<file path="config.mk">
export PLATFORM = sky130hd
export DESIGN_NAME = hdc_item_top
export DESIGN_NICKNAME = d
export VERILOG_FILES = /design/src/verilog/hdc_hv_pkg.sv /design/src/verilog/hdc_reg_pkg.sv /design/src/verilog/axi_lite_regs.sv /design/src/verilog/hdc_item_top.sv /design/src/verilog/item_generator.sv /design/src/verilog/item_memory.sv
export SDC_FILE = /design/constraint.sdc
export NUM_CORES = 2
export LEC_CHECK = 0
export ABC_AREA = 0
export BUFFER_PORTS_ARGS = -buffer_cell sky130_fd_sc_hd__buf_2
export CAP_MARGIN = 40
export CORE_ASPECT_RATIO = 1.4
export CORE_MARGIN = 3
export CORE_UTILIZATION = 40
export CTS_CLUSTER_SIZE = 12
export DETAILED_ROUTE_END_ITERATION = 7
export PLACE_DENSITY = 0.58
export REMOVE_ABC_BUFFERS = 1
export SLEW_MARGIN = 20
export SYNTH_ARGS = -nofsm -noshare
export SYNTH_HDL_FRONTEND = slang
export SYNTH_HIERARCHICAL = 1
export SYNTH_SLANG_ARGS = --single-unit
</file>
<file path="constraint.sdc">
create_clock -name AXIS_ACLK -period 16.5 [get_ports AXIS_ACLK]
set_input_delay 4.95 -clock AXIS_ACLK [delete_from_list [all_inputs] [get_ports AXIS_ACLK]]
set_output_delay 4.95 -clock AXIS_ACLK [all_outputs]
set_load 0.02 [all_outputs]
</file>
<file path="src/verilog/hdc_hv_pkg.sv">
package hdc_hv_pkg;

    // ----------------------------------------
    // word and hypervector geometry
    // ----------------------------------------

    // one prng word, also one bus word
    localparam int WORD_W = 32;
    // words per hypervector
    localparam int HV_WORDS = 4;
    localparam int WORD_IDX_W = 2;
    // hypervector width in bits
    localparam int HV_DIM = WORD_W * HV_WORDS;

    // index of the word that completes a vector
    localparam logic [WORD_IDX_W-1:0] LAST_WORD = WORD_IDX_W'(HV_WORDS - 1);

    // ----------------------------------------
    // item memory
    // ----------------------------------------
    localparam int ITEM_DEPTH = 16;
    localparam int ITEM_AW = 4;

    // xorshift start value, reloaded while generate is low
    localparam logic [WORD_W-1:0] PRNG_SEED = 32'd2463534242;

endpackage

</file>
<file path="src/verilog/hdc_reg_pkg.sv">
package hdc_reg_pkg;

    // ----------------------------------------
    // bus widths and responses
    // ----------------------------------------
    localparam int AXI_ADDR_W = 32;
    // decoded part of the address, bits 11:0
    localparam int LOC_W = 12;
    localparam int REG_IDX_W = 8;
    localparam logic [1:0] RESP_OKAY = 2'b00;

    // address windows, bits 11:10
    localparam logic [1:0] WIN_REG = 2'd0;
    localparam logic [1:0] WIN_ITEM = 2'd1;

    // register indices inside the register window
    // bit 0 of ctrl is generate
    localparam logic [REG_IDX_W-1:0] REG_CTRL = 8'd0;
    // highest item index to generate
    localparam logic [REG_IDX_W-1:0] REG_LIMIT = 8'd1;

    // ----------------------------------------
    // bus FSM encodings
    // ----------------------------------------
    localparam int ST_W = 3;
    localparam logic [ST_W-1:0] ST_IDLE = 3'd0;
    localparam logic [ST_W-1:0] ST_ADDR = 3'd1;
    localparam logic [ST_W-1:0] ST_DATA = 3'd2;
    localparam logic [ST_W-1:0] ST_BOTH = 3'd3;
    localparam logic [ST_W-1:0] ST_RWAIT = 3'd4;
    localparam logic [ST_W-1:0] ST_RVALID = 3'd5;

    // ----------------------------------------
    // address views
    // ----------------------------------------

    // register window view
    typedef struct packed {
        logic [1:0]           win;
        logic [REG_IDX_W-1:0] idx;
        logic [1:0]           byte_off;
    } axi_reg_loc_t;

    // item memory window view
    typedef struct packed {
        logic [1:0]                                          win;
        logic [REG_IDX_W-hdc_hv_pkg::ITEM_AW-hdc_hv_pkg::WORD_IDX_W-1:0] pad;
        logic [hdc_hv_pkg::ITEM_AW-1:0]                      item;
        logic [hdc_hv_pkg::WORD_IDX_W-1:0]                   word;
        logic [1:0]                                          byte_off;
    } axi_mem_loc_t;

    typedef union packed {
        axi_reg_loc_t regs;
        axi_mem_loc_t mem;
    } axi_loc_u;

endpackage

</file>
<file path="src/verilog/axi_lite_regs.sv">
`timescale 1ns/1ns

module axi_lite_regs (
    input  logic                                AXIS_ACLK,
    input  logic                                S_AXI_ARESETN,
    // write address and data
    input  logic [hdc_reg_pkg::AXI_ADDR_W-1:0]  s_axi_awaddr,
    input  logic                                s_axi_awvalid,
    output logic                                s_axi_awready,
    input  logic [hdc_hv_pkg::WORD_W-1:0]       s_axi_wdata,
    input  logic                                s_axi_wvalid,
    output logic                                s_axi_wready,
    output logic [1:0]                          s_axi_bresp,
    output logic                                s_axi_bvalid,
    input  logic                                s_axi_bready,
    // read address and data
    input  logic [hdc_reg_pkg::AXI_ADDR_W-1:0]  s_axi_araddr,
    input  logic                                s_axi_arvalid,
    output logic                                s_axi_arready,
    output logic [hdc_hv_pkg::WORD_W-1:0]       s_axi_rdata,
    output logic [1:0]                          s_axi_rresp,
    output logic                                s_axi_rvalid,
    input  logic                                s_axi_rready,
    // generator and item memory side
    output logic                                gen,
    output logic [hdc_hv_pkg::ITEM_AW-1:0]      limit,
    input  logic                                item_done,
    output logic [hdc_hv_pkg::ITEM_AW-1:0]      rd_item,
    output logic [hdc_hv_pkg::WORD_IDX_W-1:0]   rd_word,
    input  logic [hdc_hv_pkg::WORD_W-1:0]       rd_data
);

    logic [hdc_reg_pkg::ST_W-1:0]   state;
    hdc_reg_pkg::axi_loc_u          wr_loc;
    hdc_reg_pkg::axi_loc_u          rd_loc;
    // only the low bits ever reach a register
    logic [hdc_hv_pkg::ITEM_AW-1:0] wr_data;
    logic [hdc_hv_pkg::WORD_W-1:0]  reg_rdata;
    logic                           wr_commit;
    logic                           st_idle;
    logic                           st_addr;
    logic                           st_data;
    logic                           st_both;
    logic                           st_rwait;
    logic                           st_rvalid;
    logic                           aw_take;
    logic                           w_take;
    logic                           ar_take;

    // ----------------------------------------
    // handshakes
    // ----------------------------------------
    assign st_idle = (state == hdc_reg_pkg::ST_IDLE);
    assign st_addr = (state == hdc_reg_pkg::ST_ADDR);
    assign st_data = (state == hdc_reg_pkg::ST_DATA);
    assign st_both = (state == hdc_reg_pkg::ST_BOTH);
    assign st_rwait = (state == hdc_reg_pkg::ST_RWAIT);
    assign st_rvalid = (state == hdc_reg_pkg::ST_RVALID);

    assign s_axi_awready = st_idle | st_data;
    assign s_axi_wready = st_idle | st_addr;
    // write request pending in idle wins over a read
    assign s_axi_arready = st_idle & ~s_axi_awvalid & ~s_axi_wvalid;
    assign s_axi_bvalid = st_both;
    assign s_axi_rvalid = st_rvalid;
    assign s_axi_bresp = hdc_reg_pkg::RESP_OKAY;
    assign s_axi_rresp = hdc_reg_pkg::RESP_OKAY;

    assign aw_take = s_axi_awvalid & s_axi_awready;
    assign w_take = s_axi_wvalid & s_axi_wready;
    assign ar_take = s_axi_arvalid & s_axi_arready;

    // ----------------------------------------
    // bus FSM
    // ----------------------------------------

    // commit flag is high only in the first bvalid cycle
    always_ff @(posedge AXIS_ACLK) begin
        if (!S_AXI_ARESETN) begin
            state <= hdc_reg_pkg::ST_IDLE;
            wr_commit <= 1'b0;
        end else begin
            wr_commit <= 1'b0;
            case (state)
                hdc_reg_pkg::ST_IDLE: begin
                    if (aw_take && w_take) begin
                        state <= hdc_reg_pkg::ST_BOTH;
                        wr_commit <= 1'b1;
                    end else if (aw_take) begin
                        state <= hdc_reg_pkg::ST_ADDR;
                    end else if (w_take) begin
                        state <= hdc_reg_pkg::ST_DATA;
                    end else if (ar_take) begin
                        state <= hdc_reg_pkg::ST_RWAIT;
                    end
                end
                // address in and data still to come
                hdc_reg_pkg::ST_ADDR: begin
                    if (w_take) begin
                        state <= hdc_reg_pkg::ST_BOTH;
                        wr_commit <= 1'b1;
                    end
                end
                // data in and address still to come
                hdc_reg_pkg::ST_DATA: begin
                    if (aw_take) begin
                        state <= hdc_reg_pkg::ST_BOTH;
                        wr_commit <= 1'b1;
                    end
                end
                hdc_reg_pkg::ST_BOTH: begin
                    if (s_axi_bready) begin
                        state <= hdc_reg_pkg::ST_IDLE;
                    end
                end
                // memory word settles here
                hdc_reg_pkg::ST_RWAIT: begin
                    state <= hdc_reg_pkg::ST_RVALID;
                end
                hdc_reg_pkg::ST_RVALID: begin
                    if (s_axi_rready) begin
                        state <= hdc_reg_pkg::ST_IDLE;
                    end
                end
                default: begin
                    state <= hdc_reg_pkg::ST_IDLE;
                end
            endcase
        end
    end

    // address and data capture
    always_ff @(posedge AXIS_ACLK) begin
        if (aw_take) begin
            wr_loc <= s_axi_awaddr[hdc_reg_pkg::LOC_W-1:0];
        end
        if (w_take) begin
            wr_data <= s_axi_wdata[hdc_hv_pkg::ITEM_AW-1:0];
        end
        if (ar_take) begin
            rd_loc <= s_axi_araddr[hdc_reg_pkg::LOC_W-1:0];
        end
    end

    // ----------------------------------------
    // control registers
    // ----------------------------------------

    // a bus write on the done edge keeps generate as written
    always_ff @(posedge AXIS_ACLK) begin
        if (!S_AXI_ARESETN) begin
            gen <= 1'b0;
            limit <= '0;
        end else if (wr_commit && wr_loc.regs.win == hdc_reg_pkg::WIN_REG) begin
            case (wr_loc.regs.idx)
                hdc_reg_pkg::REG_CTRL: gen <= wr_data[0];
                hdc_reg_pkg::REG_LIMIT: limit <= wr_data;
                default: ;
            endcase
        end else if (item_done) begin
            gen <= 1'b0;
        end
    end

    // ----------------------------------------
    // read path
    // ----------------------------------------

    // register value sampled in read-wait and held through read-valid
    always_ff @(posedge AXIS_ACLK) begin
        if (st_rwait) begin
            reg_rdata <= '0;
            if (rd_loc.regs.win == hdc_reg_pkg::WIN_REG) begin
                case (rd_loc.regs.idx)
                    hdc_reg_pkg::REG_CTRL:
                        reg_rdata <= {{(hdc_hv_pkg::WORD_W-1){1'b0}}, gen};
                    hdc_reg_pkg::REG_LIMIT:
                        reg_rdata <= {{(hdc_hv_pkg::WORD_W-hdc_hv_pkg::ITEM_AW){1'b0}}, limit};
                    default: ;
                endcase
            end
        end
    end

    // item window address goes straight to the memory
    assign rd_item = rd_loc.mem.item;
    assign rd_word = rd_loc.mem.word;

    // memory word in the item window else register value or zero
    assign s_axi_rdata = (rd_loc.mem.win == hdc_reg_pkg::WIN_ITEM) ? rd_data : reg_rdata;

endmodule

</file>
<file path="src/verilog/hdc_item_top.sv">
`timescale 1ns/1ns

module hdc_item_top (
    input  logic                                AXIS_ACLK,
    input  logic                                S_AXI_ARESETN,
    input  logic [hdc_reg_pkg::AXI_ADDR_W-1:0]  s_axi_awaddr,
    input  logic                                s_axi_awvalid,
    output logic                                s_axi_awready,
    input  logic [hdc_hv_pkg::WORD_W-1:0]       s_axi_wdata,
    input  logic                                s_axi_wvalid,
    output logic                                s_axi_wready,
    output logic [1:0]                          s_axi_bresp,
    output logic                                s_axi_bvalid,
    input  logic                                s_axi_bready,
    input  logic [hdc_reg_pkg::AXI_ADDR_W-1:0]  s_axi_araddr,
    input  logic                                s_axi_arvalid,
    output logic                                s_axi_arready,
    output logic [hdc_hv_pkg::WORD_W-1:0]       s_axi_rdata,
    output logic [1:0]                          s_axi_rresp,
    output logic                                s_axi_rvalid,
    input  logic                                s_axi_rready
);

    // ----------------------------------------
    // control and memory nets
    // ----------------------------------------
    logic                                gen;
    logic [hdc_hv_pkg::ITEM_AW-1:0]      limit;
    logic                                item_done;
    logic                                wr_en;
    logic [hdc_hv_pkg::ITEM_AW-1:0]      wr_item;
    logic [hdc_hv_pkg::HV_DIM-1:0]       wr_vec;
    logic [hdc_hv_pkg::ITEM_AW-1:0]      rd_item;
    logic [hdc_hv_pkg::WORD_IDX_W-1:0]   rd_word;
    logic [hdc_hv_pkg::WORD_W-1:0]       rd_data;

    // bus side, owns generate and limit
    axi_lite_regs axi_lite_regs_inst (
        .AXIS_ACLK     (AXIS_ACLK),
        .S_AXI_ARESETN (S_AXI_ARESETN),
        .s_axi_awaddr  (s_axi_awaddr),
        .s_axi_awvalid (s_axi_awvalid),
        .s_axi_awready (s_axi_awready),
        .s_axi_wdata   (s_axi_wdata),
        .s_axi_wvalid  (s_axi_wvalid),
        .s_axi_wready  (s_axi_wready),
        .s_axi_bresp   (s_axi_bresp),
        .s_axi_bvalid  (s_axi_bvalid),
        .s_axi_bready  (s_axi_bready),
        .s_axi_araddr  (s_axi_araddr),
        .s_axi_arvalid (s_axi_arvalid),
        .s_axi_arready (s_axi_arready),
        .s_axi_rdata   (s_axi_rdata),
        .s_axi_rresp   (s_axi_rresp),
        .s_axi_rvalid  (s_axi_rvalid),
        .s_axi_rready  (s_axi_rready),
        .gen           (gen),
        .limit         (limit),
        .item_done     (item_done),
        .rd_item       (rd_item),
        .rd_word       (rd_word),
        .rd_data       (rd_data)
    );

    // random vectors, one item every HV_WORDS cycles
    item_generator item_generator_inst (
        .AXIS_ACLK     (AXIS_ACLK),
        .S_AXI_ARESETN (S_AXI_ARESETN),
        .gen           (gen),
        .limit         (limit),
        .wr_en         (wr_en),
        .wr_item       (wr_item),
        .wr_vec        (wr_vec),
        .item_done     (item_done)
    );

    item_memory item_memory_inst (
        .AXIS_ACLK (AXIS_ACLK),
        .wr_en     (wr_en),
        .wr_item   (wr_item),
        .wr_vec    (wr_vec),
        .rd_item   (rd_item),
        .rd_word   (rd_word),
        .rd_data   (rd_data)
    );

endmodule

</file>
<file path="src/verilog/item_generator.sv">
`timescale 1ns/1ns

module item_generator (
    input  logic                            AXIS_ACLK,
    input  logic                            S_AXI_ARESETN,
    input  logic                            gen,
    input  logic [hdc_hv_pkg::ITEM_AW-1:0]  limit,
    output logic                            wr_en,
    output logic [hdc_hv_pkg::ITEM_AW-1:0]  wr_item,
    output logic [hdc_hv_pkg::HV_DIM-1:0]   wr_vec,
    output logic                            item_done
);

    // ----------------------------------------
    // xorshift source
    // ----------------------------------------

    // current state is the word handed out this cycle
    logic [hdc_hv_pkg::WORD_W-1:0] prng;
    logic [hdc_hv_pkg::WORD_W-1:0] prng_s1;
    logic [hdc_hv_pkg::WORD_W-1:0] prng_s2;
    logic [hdc_hv_pkg::WORD_W-1:0] prng_next;

    // shifts 13, 17, 5
    assign prng_s1 = prng ^ (prng << 13);
    assign prng_s2 = prng_s1 ^ (prng_s1 >> 17);
    assign prng_next = prng_s2 ^ (prng_s2 << 5);

    // seed reloads whenever generate is low
    always_ff @(posedge AXIS_ACLK) begin
        if (!S_AXI_ARESETN || !gen) begin
            prng <= hdc_hv_pkg::PRNG_SEED;
        end else begin
            prng <= prng_next;
        end
    end

    // ----------------------------------------
    // word counter and assembly
    // ----------------------------------------
    logic [hdc_hv_pkg::WORD_IDX_W-1:0] word_cnt;
    logic [hdc_hv_pkg::HV_DIM-1:0]     asm_vec;
    logic [hdc_hv_pkg::ITEM_AW-1:0]    item_idx;
    logic                              last_word;

    assign last_word = (word_cnt == hdc_hv_pkg::LAST_WORD);

    // wraps after the last word of a vector
    always_ff @(posedge AXIS_ACLK) begin
        if (!S_AXI_ARESETN || !gen) begin
            word_cnt <= '0;
        end else begin
            word_cnt <= word_cnt + 1'b1;
        end
    end

    // word lands in its own slice
    always_ff @(posedge AXIS_ACLK) begin
        if (gen) begin
            asm_vec[word_cnt*hdc_hv_pkg::WORD_W +: hdc_hv_pkg::WORD_W] <= prng;
        end
    end

    // ----------------------------------------
    // item sequencing
    // ----------------------------------------

    // strobe follows the edge that stores the last word
    // done marks the vector for item limit
    always_ff @(posedge AXIS_ACLK) begin
        if (!S_AXI_ARESETN || !gen) begin
            wr_en <= 1'b0;
            item_done <= 1'b0;
        end else begin
            wr_en <= last_word;
            item_done <= last_word && (item_idx == limit);
        end
    end

    // next item once the memory has taken the vector
    always_ff @(posedge AXIS_ACLK) begin
        if (!S_AXI_ARESETN || !gen) begin
            item_idx <= '0;
        end else if (wr_en) begin
            item_idx <= item_idx + 1'b1;
        end
    end

    assign wr_item = item_idx;
    assign wr_vec = asm_vec;

endmodule

</file>
<file path="src/verilog/item_memory.sv">
`timescale 1ns/1ns

module item_memory (
    input  logic                               AXIS_ACLK,
    input  logic                               wr_en,
    input  logic [hdc_hv_pkg::ITEM_AW-1:0]     wr_item,
    input  logic [hdc_hv_pkg::HV_DIM-1:0]      wr_vec,
    input  logic [hdc_hv_pkg::ITEM_AW-1:0]     rd_item,
    input  logic [hdc_hv_pkg::WORD_IDX_W-1:0]  rd_word,
    output logic [hdc_hv_pkg::WORD_W-1:0]      rd_data
);

    // ----------------------------------------
    // storage
    // ----------------------------------------

    // one full hypervector per entry
    logic [hdc_hv_pkg::HV_DIM-1:0] mem [hdc_hv_pkg::ITEM_DEPTH];

    // whole vector written at once
    always_ff @(posedge AXIS_ACLK) begin
        if (wr_en) begin
            mem[wr_item] <= wr_vec;
        end
    end

    // ----------------------------------------
    // word read
    // ----------------------------------------

    // registered, one cycle behind the address
    always_ff @(posedge AXIS_ACLK) begin
        rd_data <= mem[rd_item][rd_word*hdc_hv_pkg::WORD_W +: hdc_hv_pkg::WORD_W];
    end

endmodule
</file>
* Word-level counts from Yosys, hierarchy flattened *
Memories as Yosys holds them, arrays and structs flattened. A register that Yosys moved wholly into a read port is not among the register bits.
Index checks and enable logic that the tools add are counted.

operators by class
  add/subtract/negate cells = 3
  eq/ne operators = 16
  shift operators = 3
  reduce and logical (&&, ||, !) cells = 15
  bitwise logic cells = 12
  muxes and demuxes = 22

operators with widths
  operator                                                                   count
  128-bit bitwise mux                                                        1
  32-bit by 34-bit variable shift with 128-bit output, first input constant  1
  128-bit by 8-bit variable part select with 32-bit output                   1
  32-bit by 34-bit variable part select with 128-bit output                  1
  32-bit XOR                                                                 2
  7-bit negation with 34-bit output                                          1
  32-bit two-way mux                                                         1
  32-bit by 15-bit XOR with 32-bit output                                    1
  3-bit two-way mux                                                          8
  3-bit case mux with 6 select lines                                         1
  8-bit by 1-bit equality test with 1-bit output, second input constant      2
  8-bit logical NOT                                                          2
  1-bit two-way mux                                                          8
  4-bit case mux with 2 select lines                                         1
  3-bit by 2-bit equality test with 1-bit output, second input constant      2
  3-bit equality test, second input constant                                 2
  2-bit inequality test, second input constant                               3
  1-bit bitwise AND                                                          5
  5-bit inequality test, second input constant                               1
  5-bit AND reduction                                                        1
  4-bit by 1-bit adder with 4-bit output, second input constant              1
  4-bit equality test                                                        1
  2-bit logical NOT                                                          2
  4-bit two-way mux                                                          1
  other kinds (14)                                                           21

storage, ports and cells
  input port bits = 103
  memories kept = 1
  register bits after elaboration = 269
  RAM bits = 2048

memories
  name                  depth  width  rd ports  clocked after memory_dff  wr ports  line               RTL
  item_memory_inst.mem  16     128    1         1                         1         item_memory.sv:18  logic [hdc_hv_pkg::HV_DIM-1:0] mem [hdc_hv_pkg::ITEM_DEPTH];

* Longest topological paths before layout *
  depth in word-level cells = 9
  mapped depth = 10
  depth with buffers taken out = 5

* By module *
Netlist, hierarchy kept.

modules (own cells, without submodules)
  module          instances  cells an instance  area an instance (µm²)
  item_memory     1          3308               77946.0
  item_generator  1          466                6760.2
  axi_lite_regs   1          153                1784.2

* Worst setup path before layout *
Ideal clock, no wire load.

  path kind = register to register
  start point = register item_generator_inst.wr_en
  end point = memory item_memory_inst/mem[0][0] (netlist name) (enable)
  setup time = 0.772 ns
  path slack = 6.141 ns
  data required time = 15.728 ns
  cell stages (with the launch flop) = 3
  clock period less this slack = 10.359 ns
  buffers on the path = 0
  arrival time = 9.587 ns
  cells stage by stage = dfxtp_1 or3b_2 nor3_1

between the ends
  longest elaborated chain between the ends = 2

RTL lines
  what                                     line                  RTL
  from (decl)                              item_generator.sv:8   output logic wr_en,
  from (signal assigned)                   item_generator.sv:75  wr_en <= last_word;
  1-bit two-way mux                        item_memory.sv:22     if (wr_en) begin
  1-bit two-way mux (implied by the code)  item_memory.sv:23     mem[wr_item] <= wr_vec;
  to (decl)                                item_memory.sv:18

No other way between the ends.

* Worst setup path in the final report *
  start point = input s_axi_awvalid
  end point = output s_axi_arready

between the ends
  longest elaborated chain between the ends = 3

RTL lines
  what                             line                 RTL
  from (decl)                      hdc_item_top.sv:7    input logic s_axi_awvalid,
  1-bit NOT                        axi_lite_regs.sv:63  assign s_axi_arready = st_idle & ~s_axi_awvalid & ~s_axi_wvalid;
  1-bit bitwise AND (2 in series)  axi_lite_regs.sv:63
  to (decl)                        hdc_item_top.sv:17   output logic s_axi_arready,

No other way between the ends.

==> metrics.md <==
| Metric | Value |
|---|---|
| DRT met1 WL | 86100 um |
| CTS tree | yes |
| Largest net degree at the start of global routing | ~110 |
| WP data arrival | 5.64 ns |
| Grt ovf | 0 |
| Top Ports | 144 |
| Synth area leader | edfxtp_1 |
| Initial antenna violation count | 14 |
| Fraction of layout cells with a size suffix above 1 | 24.7% |
| Final Non-Filler Cells | 7116 |
| Relative slew margins | 37.9% |
| Area growth, synth to finish | 12.9% |
| Final Hold Viols | 0 |
| Pre-Repair DR Iteration Count | 5 |
| Type of origin of the critical path | primary input |
| Final setup viols | 0 |
| Placed insts | 6772 |
| Worst-skew pair later-pin latency | 0.86 ns |
| Met3 wire len | 13600 um |
| Clock power share | roughly two fifths |
| Area contributors post-synth | edfxtp_1, mux4_2, dfxtp_1 |
| EDFF count, synth | 2204 |
| Sequential element share of the synthesized area | just under 80% |
| Max_cap viols | 0 |
| Post-CTS setup buffer count | 0 |
| Sw Ratio | 19.5% |
| Htree depth | 4 |
| Synth Instances | between 3000 and 4000 |
| Hold WC Path Type | reg -> reg |
| Number of global-route vias before repair | about 43000 |
| CP Max Fanout | 5 |
| R2R cell count | 11 |
| Die H | 556 um |
| Gpl congestion | 0.728 |
| Width of the chip | about 400 um |
| Sink Count | between 2000 and 2500 |
| Row count | approximately 200 |
| Worst hold slack | 0.494 ns |
| Clk slew on worst S/H paths | 0.06 ns |
| Synth top area share | 76.5% |
| Starting Density | 40.3% |
| Cell Int Power | just under 9 mW |
| Worst slew pin tran | 0.932 ns |
| Port Buffer Count | 67 |
| Lkg Pwr | 31.1 nW |
| CTS Buffer Depth | 4 |
| WL final | 220000 um |
| Ys flop type | edfxtp_1 |
| Crit path required time | 11.55 ns |
| Die ar. | between 200000 and 250000 um^2 |
| Iteration-0 DRC Markers | 4091 |
| Post-route ant nets | 0 |
| Crit path time final | between 10 and 15 ns |
| #FFs+latches synth | 2285 |
| VDD IR max | between 80 and 90 uV |
| Met2 routed WL | about 110000 um |
| Post-synth top cells | edfxtp_1, mux4_2, o22ai_1 |
| Reg power frac | 56.9% |
| Routed vias/inst | 5.76 |
| GR Util All Layers | 19.8% |
| Post-CTS resize count | 0 |
| Global-route wire length before repair | 314000 um |
| Clk_skew | between 0.05 and 0.06 ns |
| Crit Path Class | in -> out |
| Fin crit share | 64.2% |
| Max frequency | 0.0944 GHz |
| Mapped Area | 86500 um^2 |
| Total CTS buffers | roughly 230 |
| Critical Path Sink Type | output pin |
| Nets | approximately 4300 |
| Post-Syn Area per Cell | 22.0 um^2 |
| HPWL after DPL | roughly 120000 um |
| Combinational Power Share | 1.3% |
| Status | complete, no violations |
| Slew Limit Fails | 0 |
| Root buf cell | clkbuf_16 |
| Most frequent cell after synthesis | edfxtp_1 |
| FFs w/ async S/R, synth | 0% |
| Highest routed metal layer | met4 |
| Pwr per Cell Area | ~110 nW/um^2 |
| P_sw | between 2 and 2.5 mW |
| Unrepaired setup endpoints after global routing | false |
| Post-synth cell types | 66 |
| Drt drc | 0 |
| Placeable Area | ~210000 um^2 |
| CTS Hold Buffers Added | 0 |
| Wire length per cell | 30.9 um |
| Via count | 40971 |
| Hold Crit Depth | 2 |
| Yosys warnings | 6 |
## per-stage QoR
stage	TNS, ns	power (mW)	utilization, %	worst slack [ns]	area, um^2
after floorplan	-156.81	6.50	-	-4.83	85300
after global placement	0	6.55	42.1	5.91	90300
after detailed placement	0	6.55	42.6	5.92	91300
after CTS	0	11.1	45.5	5.91	97600
after global routing	0	11.4	45.5	5.83	97700
final	0	11.0	45.5	5.91	97700
## cell usage in the layout (no fill, tap or decap), types with 21 or more instances in the layout
cell,synthesis,routed
dfxtp_1,81,81
and2_1,134,130
mux4_2,498,498
o221ai_1,22,22
clkbuf_1,90,78
buf_2,65,70
xnor2_1,41,41
o22ai_1,141,141
nor4_1,23,21
edfxtp_1,2204,2204
clkbuf_16,0,230
nand2_1,57,54
mux2_2,23,23
o21ai_0,21,21
buf_4,44,106
buf_12,0,28
mux2i_1,48,48
a211oi_1,24,24
nor2_1,83,71
nand3_1,29,27
a22oi_1,33,33
nor2b_1,30,27
## power by group through the flow
stage	registers (mW)	clock network [mW]	logic, mW
finish	6.28	4.60	0.149
global route	6.27	4.92	0.158
CTS	6.28	4.70	0.152
detailed placement	6.40	0	0.152
global placement	6.40	0	0.148
floorplan	6.42	0	0.0828
## final cells by class
type | count | area, um^2
Multi-Input combinational cell | 1411 | 17700
Clock buffer | 317 | 6130
Sequential cell | 2285 | 67800
Fill cell | 17789 | 117000
Inverter | 8 | 30.0
Clock inverter | 21 | 165
Tap cell | 2842 | 3560
Antenna cell | 2 | 5.00
Timing Repair Buffer | 230 | 2320
## critical path: stages
cell	delay [ns]
buf_2	0.13
nor3_1	0.22
and2_1	0.17
buf_2	0.16
## flip-flops by register name, indices dropped and copies added (netlist names)
signal                         cells
axi_lite_regs_inst/gen             1
item_memory_inst/mem            2048
item_generator_inst/item_done      1
axi_lite_regs_inst/wr_data         4
axi_lite_regs_inst/wr_commit       1
axi_lite_regs_inst/state           3
item_generator_inst/wr_item        4
item_generator_inst/prng          32
item_generator_inst/word_cnt       2
axi_lite_regs_inst/limit           4
axi_lite_regs_inst/reg_rdata       4
item_generator_inst/wr_en          1
item_memory_inst/rd_data          32
axi_lite_regs_inst/wr_loc         10
axi_lite_regs_inst/rd_loc         10
item_generator_inst/wr_vec       128
## path summary, 6_finish.rpt
path / startpoint / end / slack, ns
max: s_axi_awvalid / s_axi_arready / 5.91
min: axi_lite_regs_inst/wr_data[1] / axi_lite_regs_inst/limit[1] / 0.49
max reg2reg: axi_lite_regs_inst/rd_loc[4] / item_memory_inst/rd_data[8] / 11.99
min reg2reg: axi_lite_regs_inst/wr_data[1] / axi_lite_regs_inst/limit[1] / 0.49
## cell families after synthesis
logic type | count (synthesis) | share of synthesized area (%)
flip-flops | 2285 | 78.4
multiplexers | 570 | 13.8
AND/OR/NAND/NOR | 443 | 2.80
AO/OA/AOI/OAI | 321 | 2.50
buffers and inverters | 234 | 1.40
XOR/XNOR | 66 | 0.962
adder cells (fa/ha/maj) | 7 | 0.101
other | 1 | 0.00434
## metal layers
layer  global-route usage, %  up-vias
met3                    2.56      344
met1                    26.1    22330
li1                        -    16779
met5                       0        -
met4                    6.20        0
met2                    34.3     1518
(Power assumes the default switching activity.)
